===== src/design/cart_defs.svh =====
/*
 * Cartridge loader shared constants
 * Widths of the download stream, mask and fill buses,
 * cheat storage depths and internal ROM header offsets
 */

`ifndef CART_DEFS_SVH
`define CART_DEFS_SVH

// ==================================================
// Download stream and memory widths
// ==================================================
`define CART_ADDR_W       25
`define CART_DATA_W       16
`define CART_MASK_W       24
`define WRAM_FILL_W       17

// Cheat storage
`define CHEAT_SLOTS       8
`define CHEAT_FIFO_DEPTH  4

// ==================================================
// ROM header locations
// ==================================================
// Copier header in front of the image
`define COPIER_HDR        512
// Internal header base, RAM size byte sits at base + 2
`define LOROM_HDR_OFS     'h7FD6
`define HIROM_HDR_OFS     'hFFD6
`define EXHIROM_HDR_OFS   'h40FFD6

// Download index reserved for cheat codes
`define CODE_INDEX        8'hFF

`endif


===== src/design/cart_pkg.sv =====
/*
 * Cartridge image types
 * User selections for header mapping, video region and
 * work-RAM fill, plus the decoded type and mask words
 */

package cart_pkg;

`include "cart_defs.svh"

	// ROM header selection
	typedef logic [2:0] map_sel_t;
	localparam map_sel_t MAP_AUTO    = 3'd0;
	localparam map_sel_t MAP_NONE    = 3'd1;
	localparam map_sel_t MAP_LOROM   = 3'd2;
	localparam map_sel_t MAP_HIROM   = 3'd3;
	localparam map_sel_t MAP_EXHIROM = 3'd4;

	// Video region selection, 2 and 3 both force PAL
	typedef logic [1:0] region_sel_t;
	localparam region_sel_t REGION_AUTO = 2'd0;
	localparam region_sel_t REGION_NTSC = 2'd1;

	// Initial work-RAM pattern
	typedef logic [1:0] fill_mode_t;
	localparam fill_mode_t FILL_9966 = 2'd0;
	localparam fill_mode_t FILL_00FF = 2'd1;
	localparam fill_mode_t FILL_55   = 2'd2;
	localparam fill_mode_t FILL_FF   = 2'd3;

	typedef logic [7:0]              rom_type_t;
	typedef logic [`CART_MASK_W-1:0] cart_mask_t;

endpackage


===== src/design/cheat_pkg.sv =====
/*
 * Cheat code record types
 * A record arrives as eight download words and is used
 * as four 32-bit fields by the lookup
 */

package cheat_pkg;

`include "cart_defs.svh"

	typedef struct packed {
		logic [31:0] flags;
		logic [31:0] addr;
		logic [31:0] compare;
		logic [31:0] replace;
	} code_fields_t;

	typedef logic [7:0][`CART_DATA_W-1:0] code_words_t;

	// Same 128 bits, written by word and read by field
	typedef union packed {
		code_fields_t f;
		code_words_t  w;
	} cheat_code_t;

	// Flag bit enabling the compare check
	localparam int CMP_FLAG_BIT = 0;

	// Maps the download word number to its word inside the union
	// Order is flags, address, compare, replace, low half first
	function automatic logic [2:0] word_slot(input logic [2:0] sel);
		word_slot = {~sel[2:1], sel[0]};
	endfunction

endpackage


===== src/design/rom_header_detect.sv =====
/*
 * ROM header detection
 * Watches the cartridge download for the size and type bytes
 * and produces the map type, ROM/RAM masks and video region
 */

`timescale 1ns/100ps
`include "cart_defs.svh"

module rom_header_detect (
	input  logic                    clk_sys,
	input  logic                    RESET,
	input  logic                    cart_load,
	input  logic                    dl_wr,
	input  logic [`CART_ADDR_W-1:0] dl_addr,
	input  logic [`CART_DATA_W-1:0] dl_data,
	input  cart_pkg::map_sel_t      map_sel,
	input  cart_pkg::region_sel_t   region_sel,
	output cart_pkg::rom_type_t     rom_type,
	output cart_pkg::cart_mask_t    rom_mask,
	output cart_pkg::cart_mask_t    ram_mask,
	output logic                    pal
);

	localparam int ADDR_W = `CART_ADDR_W;

	logic [3:0]          rom_size;
	logic [3:0]          ram_size;
	logic [3:0]          rom_size_nxt;
	logic [3:0]          ram_size_nxt;
	logic                region_bit;
	logic                hdr_en;
	logic [ADDR_W-1:0]   hdr_addr;
	cart_pkg::rom_type_t type_nxt;

	// Internal header location in the download, copier header included
	always_comb begin
		hdr_en   = 1'b1;
		hdr_addr = '0;
		case (map_sel)
			cart_pkg::MAP_LOROM:   hdr_addr = ADDR_W'(`LOROM_HDR_OFS + `COPIER_HDR);
			cart_pkg::MAP_HIROM:   hdr_addr = ADDR_W'(`HIROM_HDR_OFS + `COPIER_HDR);
			cart_pkg::MAP_EXHIROM: hdr_addr = ADDR_W'(`EXHIROM_HDR_OFS + `COPIER_HDR);
			default:               hdr_en   = 1'b0;
		endcase
	end

	// Size and type values after the current word
	always_comb begin
		rom_size_nxt = rom_size;
		ram_size_nxt = ram_size;
		type_nxt     = rom_type;
		if (dl_addr == '0) begin
			rom_size_nxt = 4'hC;
			ram_size_nxt = 4'h0;
			if (map_sel == cart_pkg::MAP_AUTO && dl_data[7:0] != 8'd0)
				{ram_size_nxt, rom_size_nxt} = dl_data[7:0];
			case (map_sel)
				cart_pkg::MAP_NONE,
				cart_pkg::MAP_LOROM:   type_nxt = 8'd0;
				cart_pkg::MAP_HIROM:   type_nxt = 8'd1;
				cart_pkg::MAP_EXHIROM: type_nxt = 8'd2;
				default:               type_nxt = dl_data[15:8];
			endcase
		end
		if (hdr_en && dl_addr == hdr_addr)
			rom_size_nxt = dl_data[11:8];
		if (hdr_en && dl_addr == hdr_addr + ADDR_W'(2))
			ram_size_nxt = dl_data[3:0];
	end

	always_ff @(posedge clk_sys) begin
		if (RESET) begin
			rom_size   <= 4'hC;
			ram_size   <= 4'h0;
			region_bit <= 1'b0;
			rom_type   <= '0;
			rom_mask   <= '0;
			ram_mask   <= '0;
			pal        <= 1'b0;
		end else if (cart_load) begin
			if (dl_wr) begin
				rom_size <= rom_size_nxt;
				ram_size <= ram_size_nxt;
				rom_type <= type_nxt;
				if (dl_addr == ADDR_W'(2))
					region_bit <= dl_data[8];
				rom_mask <= (cart_pkg::cart_mask_t'(1024) << rom_size_nxt) - 1'b1;
				ram_mask <= (ram_size_nxt != 4'h0) ?
					(cart_pkg::cart_mask_t'(1024) << ram_size_nxt) - 1'b1 : '0;
			end
		end else begin
			// Region is only applied once the image is in
			case (region_sel)
				cart_pkg::REGION_AUTO: pal <= region_bit;
				cart_pkg::REGION_NTSC: pal <= 1'b0;
				default:               pal <= 1'b1;
			endcase
		end
	end

endmodule


===== src/design/wram_clear.sv =====
/*
 * Work-RAM clear sequencer
 * Sweeps every work-RAM address once per cartridge load
 * and supplies the selected power-on fill pattern
 */

`timescale 1ns/100ps
`include "cart_defs.svh"

module wram_clear (
	input  logic                    clk_sys,
	input  logic                    RESET,
	input  logic                    cart_load,
	input  cart_pkg::fill_mode_t    fill_mode,
	output logic                    fill_busy,
	output logic                    fill_wr,
	output logic [`WRAM_FILL_W-1:0] fill_addr,
	output logic [7:0]              fill_data
);

	logic cart_load_d;

	always_ff @(posedge clk_sys) begin
		if (RESET) begin
			cart_load_d <= 1'b0;
			fill_busy   <= 1'b0;
			fill_addr   <= '0;
		end else begin
			cart_load_d <= cart_load;
			if (&fill_addr)
				fill_busy <= 1'b0;
			// New load start wins over the end of a sweep
			if (cart_load && !cart_load_d)
				fill_busy <= 1'b1;
			fill_addr <= fill_busy ? fill_addr + 1'b1 : '0;
		end
	end

	assign fill_wr = fill_busy;

	always_comb begin
		case (fill_mode)
			cart_pkg::FILL_9966: fill_data = (fill_addr[8] ^ fill_addr[2]) ? 8'h66 : 8'h99;
			cart_pkg::FILL_00FF: fill_data = (fill_addr[9] ^ fill_addr[0]) ? 8'hFF : 8'h00;
			cart_pkg::FILL_55:   fill_data = 8'h55;
			cart_pkg::FILL_FF:   fill_data = 8'hFF;
			default:             fill_data = 8'h00;
		endcase
	end

endmodule


===== src/design/cheat_code_assembler.sv =====
/*
 * Cheat code assembler
 * Gathers eight download words into one code record and
 * offers it to the FIFO with a valid/ready handshake
 */

`timescale 1ns/100ps
`include "cart_defs.svh"

module cheat_code_assembler (
	input  logic                    clk_sys,
	input  logic                    RESET,
	input  logic                    gg_reset,
	input  logic                    code_load,
	input  logic                    dl_wr,
	input  logic [`CART_ADDR_W-1:0] dl_addr,
	input  logic [`CART_DATA_W-1:0] dl_data,
	input  logic                    rec_ready,
	output logic                    rec_valid,
	output cheat_pkg::cheat_code_t  rec,
	output logic                    code_overflow
);

	cheat_pkg::cheat_code_t asm_buf;
	cheat_pkg::cheat_code_t asm_nxt;
	logic                   word_wr;
	logic                   last_word;
	logic                   slot_free;

	assign word_wr   = code_load && dl_wr;
	assign last_word = word_wr && dl_addr[3:1] == 3'd7;
	// Output register can take a new record this cycle
	assign slot_free = !rec_valid || rec_ready;

	always_comb begin
		asm_nxt = asm_buf;
		asm_nxt.w[cheat_pkg::word_slot(dl_addr[3:1])] = dl_data;
	end

	// Partial record, kept apart so a pending record stays stable
	always_ff @(posedge clk_sys) begin
		if (word_wr)
			asm_buf <= asm_nxt;
		if (last_word && slot_free)
			rec <= asm_nxt;
	end

	always_ff @(posedge clk_sys) begin
		if (RESET || gg_reset) begin
			rec_valid     <= 1'b0;
			code_overflow <= 1'b0;
		end else if (last_word) begin
			if (slot_free)
				rec_valid <= 1'b1;
			else
				code_overflow <= 1'b1;
		end else if (rec_ready) begin
			rec_valid <= 1'b0;
		end
	end

endmodule


===== src/design/cheat_fifo.sv =====
/*
 * Cheat record FIFO
 * Circular buffer between the assembler and the cheat table
 */

`timescale 1ns/100ps
`include "cart_defs.svh"

module cheat_fifo (
	input  logic                   clk_sys,
	input  logic                   RESET,
	input  logic                   gg_reset,
	input  logic                   rec_valid,
	input  cheat_pkg::cheat_code_t rec,
	input  logic                   out_ready,
	output logic                   rec_ready,
	output logic                   out_valid,
	output cheat_pkg::cheat_code_t out_rec
);

	localparam int DEPTH = `CHEAT_FIFO_DEPTH;
	localparam int PTR_W = $clog2(DEPTH);
	localparam int CNT_W = $clog2(DEPTH + 1);

	cheat_pkg::cheat_code_t mem [DEPTH];
	logic [PTR_W-1:0]       wr_ptr;
	logic [PTR_W-1:0]       rd_ptr;
	logic [CNT_W-1:0]       count;
	logic                   push;
	logic                   pop;

	assign rec_ready = count != CNT_W'(DEPTH);
	assign out_valid = count != '0;
	assign out_rec   = mem[rd_ptr];

	assign push = rec_valid && rec_ready;
	assign pop  = out_valid && out_ready;

	always_ff @(posedge clk_sys) begin
		if (push)
			mem[wr_ptr] <= rec;
	end

	// ==================================================
	// Pointers and fill level
	// ==================================================
	always_ff @(posedge clk_sys) begin
		if (RESET || gg_reset) begin
			wr_ptr <= '0;
			rd_ptr <= '0;
			count  <= '0;
		end else begin
			if (push)
				wr_ptr <= (wr_ptr == PTR_W'(DEPTH - 1)) ? '0 : wr_ptr + 1'b1;
			if (pop)
				rd_ptr <= (rd_ptr == PTR_W'(DEPTH - 1)) ? '0 : rd_ptr + 1'b1;
			if (push && !pop)
				count <= count + 1'b1;
			else if (pop && !push)
				count <= count - 1'b1;
		end
	end

endmodule


===== src/design/cheat_table.sv =====
/*
 * Cheat code table
 * Holds loaded codes in slots and patches ROM read data
 * when the address and optional compare value match
 */

`timescale 1ns/100ps
`include "cart_defs.svh"

module cheat_table (
	input  logic                    clk_sys,
	input  logic                    RESET,
	input  logic                    gg_reset,
	input  logic                    gg_en,
	input  logic                    out_valid,
	input  cheat_pkg::cheat_code_t  out_rec,
	input  logic [`CART_MASK_W-1:0] rom_addr,
	input  logic [7:0]              rom_rdata,
	output logic                    out_ready,
	output logic [7:0]              rom_patched,
	output logic                    code_hit
);

	localparam int SLOTS  = `CHEAT_SLOTS;
	localparam int SLOT_W = $clog2(SLOTS);
	localparam int CNT_W  = $clog2(SLOTS + 1);

	cheat_pkg::cheat_code_t slots [SLOTS];
	logic [CNT_W-1:0]       used;
	logic                   load;

	assign out_ready = used != CNT_W'(SLOTS);
	assign load      = out_valid && out_ready;

	// Slots are filled in order, the next free one is at used
	always_ff @(posedge clk_sys) begin
		if (load)
			slots[used[SLOT_W-1:0]] <= out_rec;
	end

	always_ff @(posedge clk_sys) begin
		if (RESET || gg_reset)
			used <= '0;
		else if (load)
			used <= used + 1'b1;
	end

	// ==================================================
	// Lookup on the ROM read bus
	// ==================================================
	always_comb begin
		cheat_pkg::code_fields_t fld;
		logic                    cmp_ok;
		rom_patched = rom_rdata;
		code_hit    = 1'b0;
		// Walk downwards so the lowest matching slot is applied last
		for (int i = SLOTS - 1; i >= 0; i--) begin
			fld    = slots[i].f;
			cmp_ok = !fld.flags[cheat_pkg::CMP_FLAG_BIT] ||
				fld.compare[7:0] == rom_rdata;
			if (gg_en && CNT_W'(i) < used && fld.addr == 32'(rom_addr) && cmp_ok) begin
				rom_patched = fld.replace[7:0];
				code_hit    = 1'b1;
			end
		end
	end

endmodule


===== src/design/cart_loader_top.sv =====
/*
 * Cartridge load front end
 * Splits the host download into cartridge and cheat traffic
 * and connects header detection, WRAM clear and cheat path
 */

`timescale 1ns/100ps
`include "cart_defs.svh"

module cart_loader_top (
	input  logic                    clk_sys,
	input  logic                    RESET,
	input  logic                    dl_active,
	input  logic [7:0]              dl_index,
	input  logic [`CART_ADDR_W-1:0] dl_addr,
	input  logic [`CART_DATA_W-1:0] dl_data,
	input  logic                    dl_wr,
	input  cart_pkg::map_sel_t      map_sel,
	input  cart_pkg::region_sel_t   region_sel,
	input  cart_pkg::fill_mode_t    fill_mode,
	input  logic                    gg_en,
	output cart_pkg::rom_type_t     rom_type,
	output cart_pkg::cart_mask_t    rom_mask,
	output cart_pkg::cart_mask_t    ram_mask,
	output logic                    pal,
	output logic                    fill_busy,
	output logic                    fill_wr,
	output logic [`WRAM_FILL_W-1:0] fill_addr,
	output logic [7:0]              fill_data,
	input  logic [`CART_MASK_W-1:0] rom_addr,
	input  logic [7:0]              rom_rdata,
	output logic [7:0]              rom_patched,
	output logic                    code_hit,
	output logic                    code_overflow
);

	logic                   cart_load;
	logic                   code_load;
	logic                   gg_reset;
	logic                   rec_valid;
	logic                   rec_ready;
	cheat_pkg::cheat_code_t rec;
	logic                   out_valid;
	logic                   out_ready;
	cheat_pkg::cheat_code_t out_rec;

	// Download kind, decoded once for every block
	assign cart_load = dl_active && dl_index != `CODE_INDEX;
	assign code_load = dl_active && dl_index == `CODE_INDEX;
	// Cheats are wiped by a new cartridge or the start of a code file
	assign gg_reset  = cart_load || (code_load && dl_wr && dl_addr == '0);

	rom_header_detect u_hdr (
		.clk_sys, .RESET, .cart_load, .dl_wr, .dl_addr, .dl_data,
		.map_sel, .region_sel, .rom_type, .rom_mask, .ram_mask, .pal
	);

	wram_clear u_wram (
		.clk_sys, .RESET, .cart_load, .fill_mode,
		.fill_busy, .fill_wr, .fill_addr, .fill_data
	);

	cheat_code_assembler u_asm (
		.clk_sys, .RESET, .gg_reset, .code_load, .dl_wr, .dl_addr, .dl_data,
		.rec_ready, .rec_valid, .rec, .code_overflow
	);

	cheat_fifo u_fifo (
		.clk_sys, .RESET, .gg_reset, .rec_valid, .rec, .out_ready,
		.rec_ready, .out_valid, .out_rec
	);

	cheat_table u_table (
		.clk_sys, .RESET, .gg_reset, .gg_en, .out_valid, .out_rec,
		.rom_addr, .rom_rdata, .out_ready, .rom_patched, .code_hit
	);

endmodule


===== config.mk =====
export PLATFORM = sky130hd
export DESIGN_NAME = cart_loader_top
export DESIGN_NICKNAME = d
export VERILOG_FILES = /design/src/design/cart_pkg.sv /design/src/design/cheat_pkg.sv /design/src/design/rom_header_detect.sv /design/src/design/wram_clear.sv /design/src/design/cheat_code_assembler.sv /design/src/design/cheat_fifo.sv /design/src/design/cheat_table.sv /design/src/design/cart_loader_top.sv
export VERILOG_INCLUDE_DIRS = /design/src /design/src/design
export SDC_FILE = /design/constraint.sdc
export NUM_CORES = 1
export LEC_CHECK = 0
export BUFFER_PORTS_ARGS = -buffer_cell sky130_fd_sc_hd__buf_2
export CAP_MARGIN = 25
export CORE_ASPECT_RATIO = 0.7
export CORE_MARGIN = 2
export CORE_UTILIZATION = 39
export CTS_CLUSTER_DIAMETER = 40
export DETAILED_ROUTE_END_ITERATION = 7
export MAX_ROUTING_LAYER = met4
export REMOVE_ABC_BUFFERS = 1
export SETUP_SLACK_MARGIN = 0.5
export SYNTH_ARGS = -nofsm -noshare
export SYNTH_HDL_FRONTEND = slang
export SYNTH_HIERARCHICAL = 1
export SYNTH_SLANG_ARGS = --single-unit
export TNS_END_PERCENT = 100

===== constraint.sdc =====
create_clock -name clk_sys -period 14.9 [get_ports clk_sys]
set_clock_uncertainty 0.1 [all_clocks]
set_input_delay 2.98 -clock clk_sys [delete_from_list [all_inputs] [get_ports clk_sys]]
set_output_delay 2.98 -clock clk_sys [all_outputs]
set_load 0.01 [all_outputs]

==> summary.md, run 1 <==
| Metric | Value |
|---|---|
| Most frequent cells in the layout | `686 x edfxtp_1, 186 x buf_2, 166 x xnor2_1, 109 x xor2_1, 104 x nor2_1` |
| Crit share post-route | `between 60% and 70%` |
| CTS tree | `built` |
| Worst EP arrival | `6.85 ns` |
| Max_slew headroom | `a little under a third` |
| Grt ovf | `0` |
| Gpl congestion | `between 0.8 and 0.9` |
| Post-synthesis cell count | `between 1500 and 2000` |
| Hold Crit Class | `reg -> reg` |
| Global-route wire length before repair | `~110 mm` |
| I/O pin count | `approximately 190` |
| Input/output buffers | `186` |
| Die X | `344 microns` |
| Commonest non-fill, non-tap cell in the layout | `edfxtp_1` |
| Num Clock Sinks | `about 770` |
| # Post-CTS Setup Buffers | `0` |
| Core area | `about 80000 sq um` |
| Post-DP Area | `33300 sq um` |
| Fmax | `about 100 MHz` |
| Vias in the first global route | `approximately 17000` |
| Final Cell Area | `36500 sq um` |
| Iter 0 DRT Violations | `about 1800` |
| Pins Over Slew Limit | `0` |
| Area grow syn2layout | `15.6%` |
| Drt drc | `0` |
| Critical path data required time | `11.82 ns` |
| Initial antenna violation count | `5` |
| Outcome | `finished, final reports clean` |
| Hold Path Sink | `u_hdr/rom_type[6]$_SDFFE_PP0P_` |
| WS Path Type | `in -> out` |
| Setup crit end kind | `output pin` |
| Die area | `approximately 83000 sq um` |
| Final total power | `~0.0049 W` |
| Final Setup Violations | `0` |
| DR pass1 iterations | `6` |
| H-tree levels | `3` |
| Pin count of the biggest net entering global routing | `approximately 60` |
| Crit path time final | `around 9.9 ns` |
| Die height | `between 200 and 250 microns` |
| Routed vias | `roughly 18000` |
| Mapped cell area | `31600 sq um` |
| Mapped Avg Cell Area | `16.2 sq um` |
| Total GRT Usage | `19.0%` |
| Via-to-Cell Ratio | `between 5 and 6` |
| Worst-path clk slew | `0.06 ns` |
| Pwr Density | `between 100 and 150 nW/um^2` |
| Hold wc startpoint | `u_hdr/rom_type[6]$_SDFFE_PP0P_` |
| Total wire length | `around 77 mm` |
| Final net count | `~2200` |
| Clock buffer count from CTS | `94` |
| R2R Path Start | `u_table/used[1]$_SDFFE_PP0P_` |
| Final Hold Viols | `0` |
| CP Launch Type | `primary input` |
| Register-to-Register Path Depth | `7` |
| Row count | `just under 90` |
| CP Max Fanout | `12` |
| Hold path cells | `2` |
| Wire per inst | `approximately 23 microns` |
| Post-CTS Resized | `0` |
| Root buffer cell | `clkbuf_16` |
| Layout cells sized above 1 | `roughly a quarter` |
| Synth warn | `6` |
| Clock Path Buffers | `3` |
| Max VDD drop | `0.0907 mV` |
| Final HPWL DP | `~50 mm` |
| Effective utilization at floorplan | `roughly 39%` |
| Total of max-cap violations | `0` |
| Setup TNS | `0 ns` |
| Reg2reg setup slack | `between 10 and 15 ns` |
| Routed Antenna Nets | `0` |
| Clock Latency Late Sink | `between 0.6 and 0.7 ns` |
| Reported leakage power | `roughly 12 nW` |
| Critical R2R Capture | `u_table/slots[0][36]$_DFFE_PP_` |
| Measured slew at the worst slew-check pin | `between 1 and 1.5 ns` |
| Post-CTS Hold Buffers | `0` |
| RSZ-0062 raised after global routing | `no` |
per-stage QoR:
stage / util [%] / cells / setup WS (ns) / hold slack, ns
5_1_grt: 45.4 / 3289 / 4.75 / 0.376
2_1_floorplan: - / 1831 / 6.94 / 0.326
3_5_place_dp: 41.4 / 3108 / 5.11 / 0.347
6_report: 45.4 / 3289 / 4.97 / 0.357
3_3_place_gp: 41.4 / 3107 / 5.14 / 0.343
4_1_cts: 45.4 / 3285 / 5.04 / 0.360
worst max-delay path, cell delays in order:
cell and delay, ns:
buf_2 0.36, xor2_1 0.13, nor4_1 0.36, nand4b_1 0.20
a2111oi_0 0.89, nand4_1 0.81, nand2_1 0.51, or2_2 0.21
or4_1 0.13, o21ai_0 0.08, buf_2 0.16
worst max-delay path by stage:
stage	startpoint	to	slack [ns]
3_3_place_gp	gg_en	rom_patched[6]	5.14
6_report	rom_addr[15]	rom_patched[0]	4.97
2_1_floorplan	gg_en	rom_patched[3]	6.94
3_5_place_dp	rom_addr[15]	rom_patched[0]	5.11
5_1_grt	rom_addr[15]	rom_patched[0]	4.75
4_1_cts	rom_addr[15]	rom_patched[0]	5.04
per-layer routing:
layer  track usage, %  up-vias  part of all wire, %
met5                -        -                    0
met4             4.64        0                  2.1
met3             3.92      108                  7.4
met2             26.6      713                   43
met1             28.2     8907                   47
li1                 -     7796                    -
final cells by class:
cell class / count / area [sq um]
Fill cell: 6937 / 43800
Sequential cell: 768 / 22200
Multi-Input combinational cell: 1039 / 8490
Clock buffer: 104 / 2420
Tap cell: 1068 / 1340
Timing Repair Buffer: 209 / 1120
Clock inverter: 73 / 783
Inverter: 24 / 90.1
Antenna cell: 4 / 10.0
flip-flops by register name (all words and copies together), names as in the netlist, 2 cells and up, named ones only:
| register | flops |
|---|---|
| u_fifo/wr_ptr | 2 |
| u_hdr/ram_size | 4 |
| u_fifo/count | 3 |
| u_asm/rec | 49 |
| u_hdr/rom_type | 8 |
| u_hdr/ram_mask | 15 |
| u_table/slots | 392 |
| u_hdr/rom_mask | 15 |
| u_fifo/rd_ptr | 2 |
| u_asm/asm_buf | 49 |
| u_hdr/rom_size | 4 |
| u_wram/fill_addr | 17 |
| u_table/used | 4 |
| u_fifo/mem | 196 |
where the power goes:
group	internal (W)	total [W]	switching [W]
logic	0.0000783	0.000222	0.000144
registers	0.00236	0.00237	0.0000132
clock network	0.00134	0.00230	0.000952
Note: power is estimated with default switching activity, not from simulation.
==> run 2, diff against run 1 <==
--- a/config.mk
+++ b/config.mk
@@ -6,6 +6,7 @@
 export SDC_FILE = /design/constraint.sdc
 export NUM_CORES = 1
 export LEC_CHECK = 0
+export ABC_AREA = 1
 export BUFFER_PORTS_ARGS = -buffer_cell sky130_fd_sc_hd__buf_2
 export CAP_MARGIN = 25
 export CORE_ASPECT_RATIO = 0.7
==> constraint.sdc (replaced) <==
create_clock -name clk_sys -period 8.05 [get_ports clk_sys]
set_clock_uncertainty 0.1 [all_clocks]
set_input_delay 1.61 -clock clk_sys [delete_from_list [all_inputs] [get_ports clk_sys]]
set_output_delay 1.61 -clock clk_sys [all_outputs]
set_load 0.01 [all_outputs]
==> run 2 against run 1 <==
Global-route usage increased by 3.1 points. Worst setup slack got worse by 2.7 ns. Synthesized area rose by 8.2%. Register-to-register slack got worse by 6.6 ns. Routed wire length rose by 27%. Via count rose by 35%. Hold slack worse by 0.0093 ns. Critical path type unchanged. Critical endpoint is now rom_patched[3]. Largest cell class unchanged.
==> summary.md, run 2 <==
| Metric | Value |
|---|---|
| Die area | `about 90000 sq um` |
| Die height | `between 200 and 300 microns` |
| Setup Slack @ Placement | `2.23 ns` |
| # Post-CTS Setup Buffers | `0` |
| Register-to-Register Path Depth | `8` |
| Post-CTS Resized | `0` |
| RSZ-0062 raised after global routing | `no` |
| Most frequent cells in the layout | `686 x edfxtp_1, 675 x nand2_1, 426 x nor2_1, 301 x inv_1, 186 x buf_2` |
| Global-route wire length before repair | `around 140 mm` |
| Pin count of the biggest net entering global routing | `69` |
| Mapped cell area | `34200 sq um` |
| Mapped Avg Cell Area | `10.6 sq um` |
| Hold Crit Class | `reg -> reg` |
| Via-to-Cell Ratio | `5.11` |
| P_int | `0.00706 W` |
| Iter 0 DRT Violations | `roughly 2900` |
| Clk network pwr share | `45.3%` |
| Max VDD drop | `about 0.15 mV` |
| Final net count | `~3500` |
| Setup TNS | `0 ns` |
| Commonest non-fill, non-tap cell in the layout | `edfxtp_1` |
| Input/output buffers | `between 150 and 200` |
| Post-synthesis cell count | `around 3200` |
| Comb pwr share | `~6.9%` |
| Reg2reg setup slack | `4.79 ns` |
| Crit path time final | `between 5 and 6 ns` |
| Setup crit end kind | `output pin` |
| Reported leakage power | `approximately 15 nW` |
| Seq pwr share | `~48%` |
| Post-CTS Hold Buffers | `0` |
| CP Launch Type | `primary input` |
| Total of max-cap violations | `0` |
| DR pass1 iterations | `6` |
| Crit-path cells | `buf_2 -> xnor2_1 -> nand2_1 -> nor2_1 -> nand2_1 -> nor2_1 -> nand3_1 -> nand2_1 -> nand3_1 -> nand2_1 -> nand2_1 -> nand2_1 -> nand2_1 -> a21oi_1 -> buf_2` |
| Sw power | `roughly 0.0022 W` |
| Routed vias | `approximately 24000` |
| Final Util | `between 40% and 50%` |
| Layout cells sized above 1 | `15.3%` |
| Critical Path Max Stage Delay | `around 0.46 ns` |
| Drt drc | `0` |
| Clock Latency Late Sink | `between 0.6 and 0.7 ns` |
| Effective utilization at floorplan | `approximately two fifths` |
| Hold path cells | `1` |
| Final worst slack | `between 2 and 2.5 ns` |
| Max_slew headroom | `roughly a quarter` |
| CP Max Fanout | `12` |
| Pins Over Slew Limit | `0` |
| Root buffer cell | `clkbuf_16` |
| H-tree levels | `3` |
| Most used cell, CP | `nand2_1` |
| Crit share post-route | `a little over 70%` |
| Initial antenna violation count | `4` |
| Outcome | `finished, final reports clean` |
| I/O pin count | `roughly 190` |
| Critical R2R Capture | `u_table/slots[2][2]$_DFFE_PP_` |
| Final total power | `approximately 0.0093 W` |
| Worst Setup EP | `rom_patched[3]` |
| Clock buffer count from CTS | `90` |
| Gpl congestion | `1.06` |
| Final Setup Violations | `0` |
| Fmax | `~170 MHz` |
| CTS tree | `built` |
| Core area | `just under 90000 sq um` |
| Total GRT Usage | `roughly 22%` |
| Clock Path Buffers | `3` |
| Area grow syn2layout | `14.5%` |
| Crit. Startpoint | `rom_addr[22]` |
| Total wire length | `around 98 mm` |
| Row count | `90` |
| Synth warn | `6` |
| Measured slew at the worst slew-check pin | `roughly 1.1 ns` |
| Max FFs per register | `roughly 400` |
| Worst path slowest cell | `nand3_1` |
| Vias in the first global route | `between 20000 and 25000` |
| Wire per inst | `approximately 21 microns` |
| Sw Ratio | `between 20% and 30%` |
| Grt ovf | `0` |
| Worst-path clk slew | `~0.060 ns` |
| Die X | `358 microns` |
| R2R Path Start | `u_table/used[1]$_SDFFE_PP0P_` |
| Critical path data required time | `roughly 6.3 ns` |
| Worst EP arrival | `just over 4 ns` |
| Final Hold Viols | `0` |
| WS Path Type | `in -> out` |
| Final HPWL DP | `a little over 70 mm` |
| Num Clock Sinks | `roughly 770` |
| Routed Antenna Nets | `0` |
| Pwr Density | `roughly 240 nW/um^2` |
==> run 2: how the worst min path moves through the flow <==
stage / from / to / slack [ns]
2_1_floorplan: u_wram/cart_load_d$_SDFF_PP0_ / u_wram/fill_busy$_SDFFE_PP0P_ / 0.31
3_3_place_gp: u_wram/cart_load_d$_SDFF_PP0_ / u_wram/fill_busy$_SDFFE_PP0P_ / 0.33
3_5_place_dp: u_wram/cart_load_d$_SDFF_PP0_ / u_wram/fill_busy$_SDFFE_PP0P_ / 0.33
4_1_cts: u_wram/cart_load_d$_SDFF_PP0_ / u_wram/fill_busy$_SDFFE_PP0P_ / 0.35
5_1_grt: u_hdr/rom_type[6]$_SDFFE_PP0P_ / u_hdr/rom_type[6]$_SDFFE_PP0P_ / 0.38
6_report: u_wram/cart_load_d$_SDFF_PP0_ / u_wram/fill_busy$_SDFFE_PP0P_ / 0.35
==> run 2: metal layers <==
metal	GRT usage [%]	vias to the layer above	part of all wire, %	routed length (microns)
li1	-	11174	-	-
met1	33.9	11293	48	47300
met2	30.0	1018	41	40000
met3	4.49	125	9.2	9060
met4	4.77	0	1.8	1720
met5	-	-	0	0
==> run 2: metrics by stage <==
stage / hold WS, ns / area (sq um) / cells
finish: 0.347 / 39100 / 4618
global route: 0.383 / 39100 / 4617
CTS: 0.348 / 39000 / 4608
detailed placement: 0.328 / 35900 / 4441
global placement: 0.330 / 35900 / 4433
floorplan: 0.311 / 33200 / 3070
==> run 2: cell type report <==
type / count / area [sq um]
Clock inverter: 66 / 761
Sequential cell: 768 / 22200
Multi-Input combinational cell: 1969 / 9790
Timing Repair Buffer: 227 / 1240
Fill cell: 8016 / 47400
Clock buffer: 101 / 2350
Antenna cell: 4 / 10.0
Inverter: 333 / 1260
Tap cell: 1150 / 1440
==> run 2: power by group through the flow <==
stage / clock, W / combinational, W / sequential [W]
6_report: 0.00421 / 0.000646 / 0.00444
5_1_grt: 0.00444 / 0.000701 / 0.00444
4_1_cts: 0.00428 / 0.000635 / 0.00444
3_5_place_dp: 0 / 0.000633 / 0.00452
3_3_place_gp: 0 / 0.000625 / 0.00452
2_1_floorplan: 0 / 0.000315 / 0.00453
==> run 2: worst max-delay path, delay by kind of cell <==
kind            cells  cell delay, ns
compound gates      1            0.22
xor+xnor            1            0.41
buf+inv             2            0.37
simple gates       11            1.46
==> run 3, diff against run 2 <==
==> constraint.sdc (replaced) <==
create_clock -name clk_sys -period 5 [get_ports clk_sys]
set_clock_uncertainty 0.1 [all_clocks]
set_input_delay 1 -clock clk_sys [delete_from_list [all_inputs] [get_ports clk_sys]]
set_output_delay 1 -clock clk_sys [all_outputs]
set_load 0.01 [all_outputs]
==> run 3 against run 2 <==
Routed wire length is 0.58% higher. Sequential share of layout area is 0.57 points lower. Worst setup slack worse by 1.6 ns. Sequential power is 61% higher. First-iteration DRC count is 14% lower.
==> summary.md, run 3 (same netlist as run 2, synthesis figures left out) <==
| Metric | Value |
|---|---|
| CP Launch Type | `primary input` |
| Max FFs per register | `392` |
| Measured slew at the worst slew-check pin | `around 1.2 ns` |
| Routed vias | `approximately 24000` |
| Drt drc | `0` |
| Core area | `between 80000 and 90000 sq um` |
| Pwr Density | `between 300 and 400 nW/um^2` |
| Max_slew headroom | `between 10% and 20%` |
| Hold Path Sink | `u_wram/fill_busy$_SDFFE_PP0P_` |
| Fmax | `roughly 230 MHz` |
| Pin count of the biggest net entering global routing | `70` |
| Clock Path Buffers | `3` |
| Final total power | `between 0.015 and 0.02 W` |
| Outcome | `finished, final reports clean` |
| Hold Crit Class | `reg -> reg` |
| Reported leakage power | `around 15 nW` |
| Area grow syn2layout | `15.6%` |
| DR pass1 iterations | `6` |
| Crit-path cells | `buf_2 -> inv_1 -> nor2_4 -> nand2_1 -> nor2_4 -> nand2_1 -> nor2_4 -> nand3_4 -> or2_2 -> nand2_1 -> nor2_1 -> nand2_1 -> nand2_1 -> nand2_1 -> nand2_1 -> buf_2` |
| Iter 0 DRT Violations | `2518` |
| Register-to-Register Path Depth | `8` |
| Wire per inst | `about 21 microns` |
| Worst EP arrival | `roughly 3.3 ns` |
| Total wire length | `between 90 and 100 mm` |
| Crit path time final | `approximately 4.4 ns` |
| Worst path slowest cell | `or2_2` |
| Routed Antenna Nets | `0` |
| Row count | `90` |
| Crit share post-route | `roughly 87%` |
| Commonest non-fill, non-tap cell in the layout | `edfxtp_1` |
| Initial antenna violation count | `5` |
| Setup Slack @ Placement | `0.264 ns` |
| Final HPWL DP | `just over 70 mm` |
| Grt ovf | `0` |
| Root buffer cell | `clkbuf_16` |
| Pins Over Slew Limit | `0` |
| Max VDD drop | `around 0.25 mV` |
| Gpl congestion | `approximately 1.0` |
| Post-CTS Hold Buffers | `0` |
| I/O pin count | `between 150 and 200` |
| Hold wc startpoint | `u_wram/cart_load_d$_SDFF_PP0_` |
| Effective utilization at floorplan | `roughly two fifths` |
| Worst-path clk slew | `0.06 ns` |
| Buffers and inverters on the worst path | `3` |
| Clock buffer count from CTS | `between 90 and 100` |
| Input/output buffers | `approximately 190` |
| Final Hold Viols | `0` |
| Final Cell Area | `39500 sq um` |
| Critical Path Max Stage Delay | `just over 0.3 ns` |
| Setup crit end kind | `output pin` |
| Global-route wire length before repair | `144 mm` |
| Critical path data required time | `slightly below 4 ns` |
| Vias in the first global route | `~22000` |
| Critical R2R Capture | `u_table/slots[0][1]$_DFFE_PP_` |
| H-tree levels | `3` |
| WHS | `approximately 0.34 ns` |
| Post-DP Area | `between 30000 and 40000 sq um` |
| Clock Latency Late Sink | `0.67 ns` |
| Crit-path leading delay family | `simple AND/OR/NAND/NOR gates` |
| RSZ-0062 raised after global routing | `no` |
| CP Max Fanout | `12` |
| Final Setup Violations | `0` |
| Layout cells sized above 1 | `between 10% and 20%` |
| Final worst slack | `between 0.6 and 0.7 ns` |
| DP Cell Count | `~4500` |
| Reg2reg setup slack | `between 1.5 and 2 ns` |
| Num Clock Sinks | `between 700 and 800` |
| CTS tree | `built` |
| R2R Path Start | `u_table/used[1]$_SDFFE_PP0P_` |
| Hold path cells | `1` |
| Most frequent cells in the layout | `686 x edfxtp_1, 675 x nand2_1, 418 x nor2_1, 299 x inv_1, 183 x buf_2` |
| Final net count | `~3500` |
| Total of max-cap violations | `0` |
| Die X | `roughly 360 microns` |
| Total GRT Usage | `between 20% and 30%` |
| Most used cell, CP | `nand2_1` |
| Fillers | `roughly 8000` |
| Final instance count without filler cells | `around 4700` |
| Via-to-Cell Ratio | `5.09` |
| Die height | `252 microns` |
| WS Path Type | `in -> out` |
| Die area | `~90000 sq um` |
## run 3: changes by cell type in the layout (fill, tap and decap cells not counted), moves of 4 or more
cell,change
buf_4,+24
bufinv_16,-4
clkbuf_16,+5
clkinv_1,+5
clkinv_2,-6
nor2_1,-8
nor2_2,+6
## run 3: worst max-delay path by stage
stage,cells after the start,end,from
after floorplan,8,u_asm/rec[0]$_DFFE_PP_,dl_index[5]
after global placement,16,rom_patched[1],gg_en
after detailed placement,16,rom_patched[1],gg_en
after CTS,16,rom_patched[1],u_table/used[1]$_SDFFE_PP0P_
after global routing,18,rom_patched[0],rom_addr[17]
final,16,rom_patched[2],gg_en
## run 3: layout make-up
cell class	count	area, sq um	share of cell area [%]
Tap cell	1150	1440	3.64
Clock buffer	105	2450	6.19
Sequential cell	768	22200	56.3
Clock inverter	72	756	1.91
Timing Repair Buffer	253	1470	3.73
Inverter	333	1260	3.20
Antenna cell	5	12.5	0.0317
Multi-Input combinational cell	1969	9860	25.0
## run 3: worst register-to-register path, delay by kind of cell, from the launching register on
| family | cells | cell delay (ns) |
|---|---|---|
| simple gates | 4 | 1.24 |
| buf+inv | 3 | 0.89 |
| flops | 1 | 0.39 |
| fa+ha+maj | 1 | 0.22 |
## run 3: report_power, final
group	internal [W]	switching, W	total, W
logic	0.000284	0.000770	0.00105
clock network	0.00396	0.00293	0.00689
registers	0.00710	0.0000523	0.00715
total	0.0113	0.00375	0.0151
## run 3: what timing repair did
item | 4_1_cts | 5_1_grt
endpoints found under the setup margin | 9 | 9
pin swaps | 1 | 2
gates resized for setup | 2 | 24
hold endpoints to repair | 0 | 0
setup buffers | 0 | 4
## run 3: per-stage QoR
step	TNS [ns]	util, %
final	0	45.7
after global routing	0	45.7
after CTS	0	45.5
after detailed placement	0	41.8
after global placement	0	41.7
after floorplan	-8.63	-
## run 3: per-layer routing
| layer | GRT usage (%) | vias to the layer above | wire [microns] |
|---|---|---|---|
| met2 | 30.3 | 1002 | 40000 |
| met3 | 6.16 | 132 | 9660 |
| li1 | - | 11206 | - |
| met5 | - | - | 0 |
| met1 | 33.4 | 11362 | 47200 |
| met4 | 4.63 | 0 | 1840 |
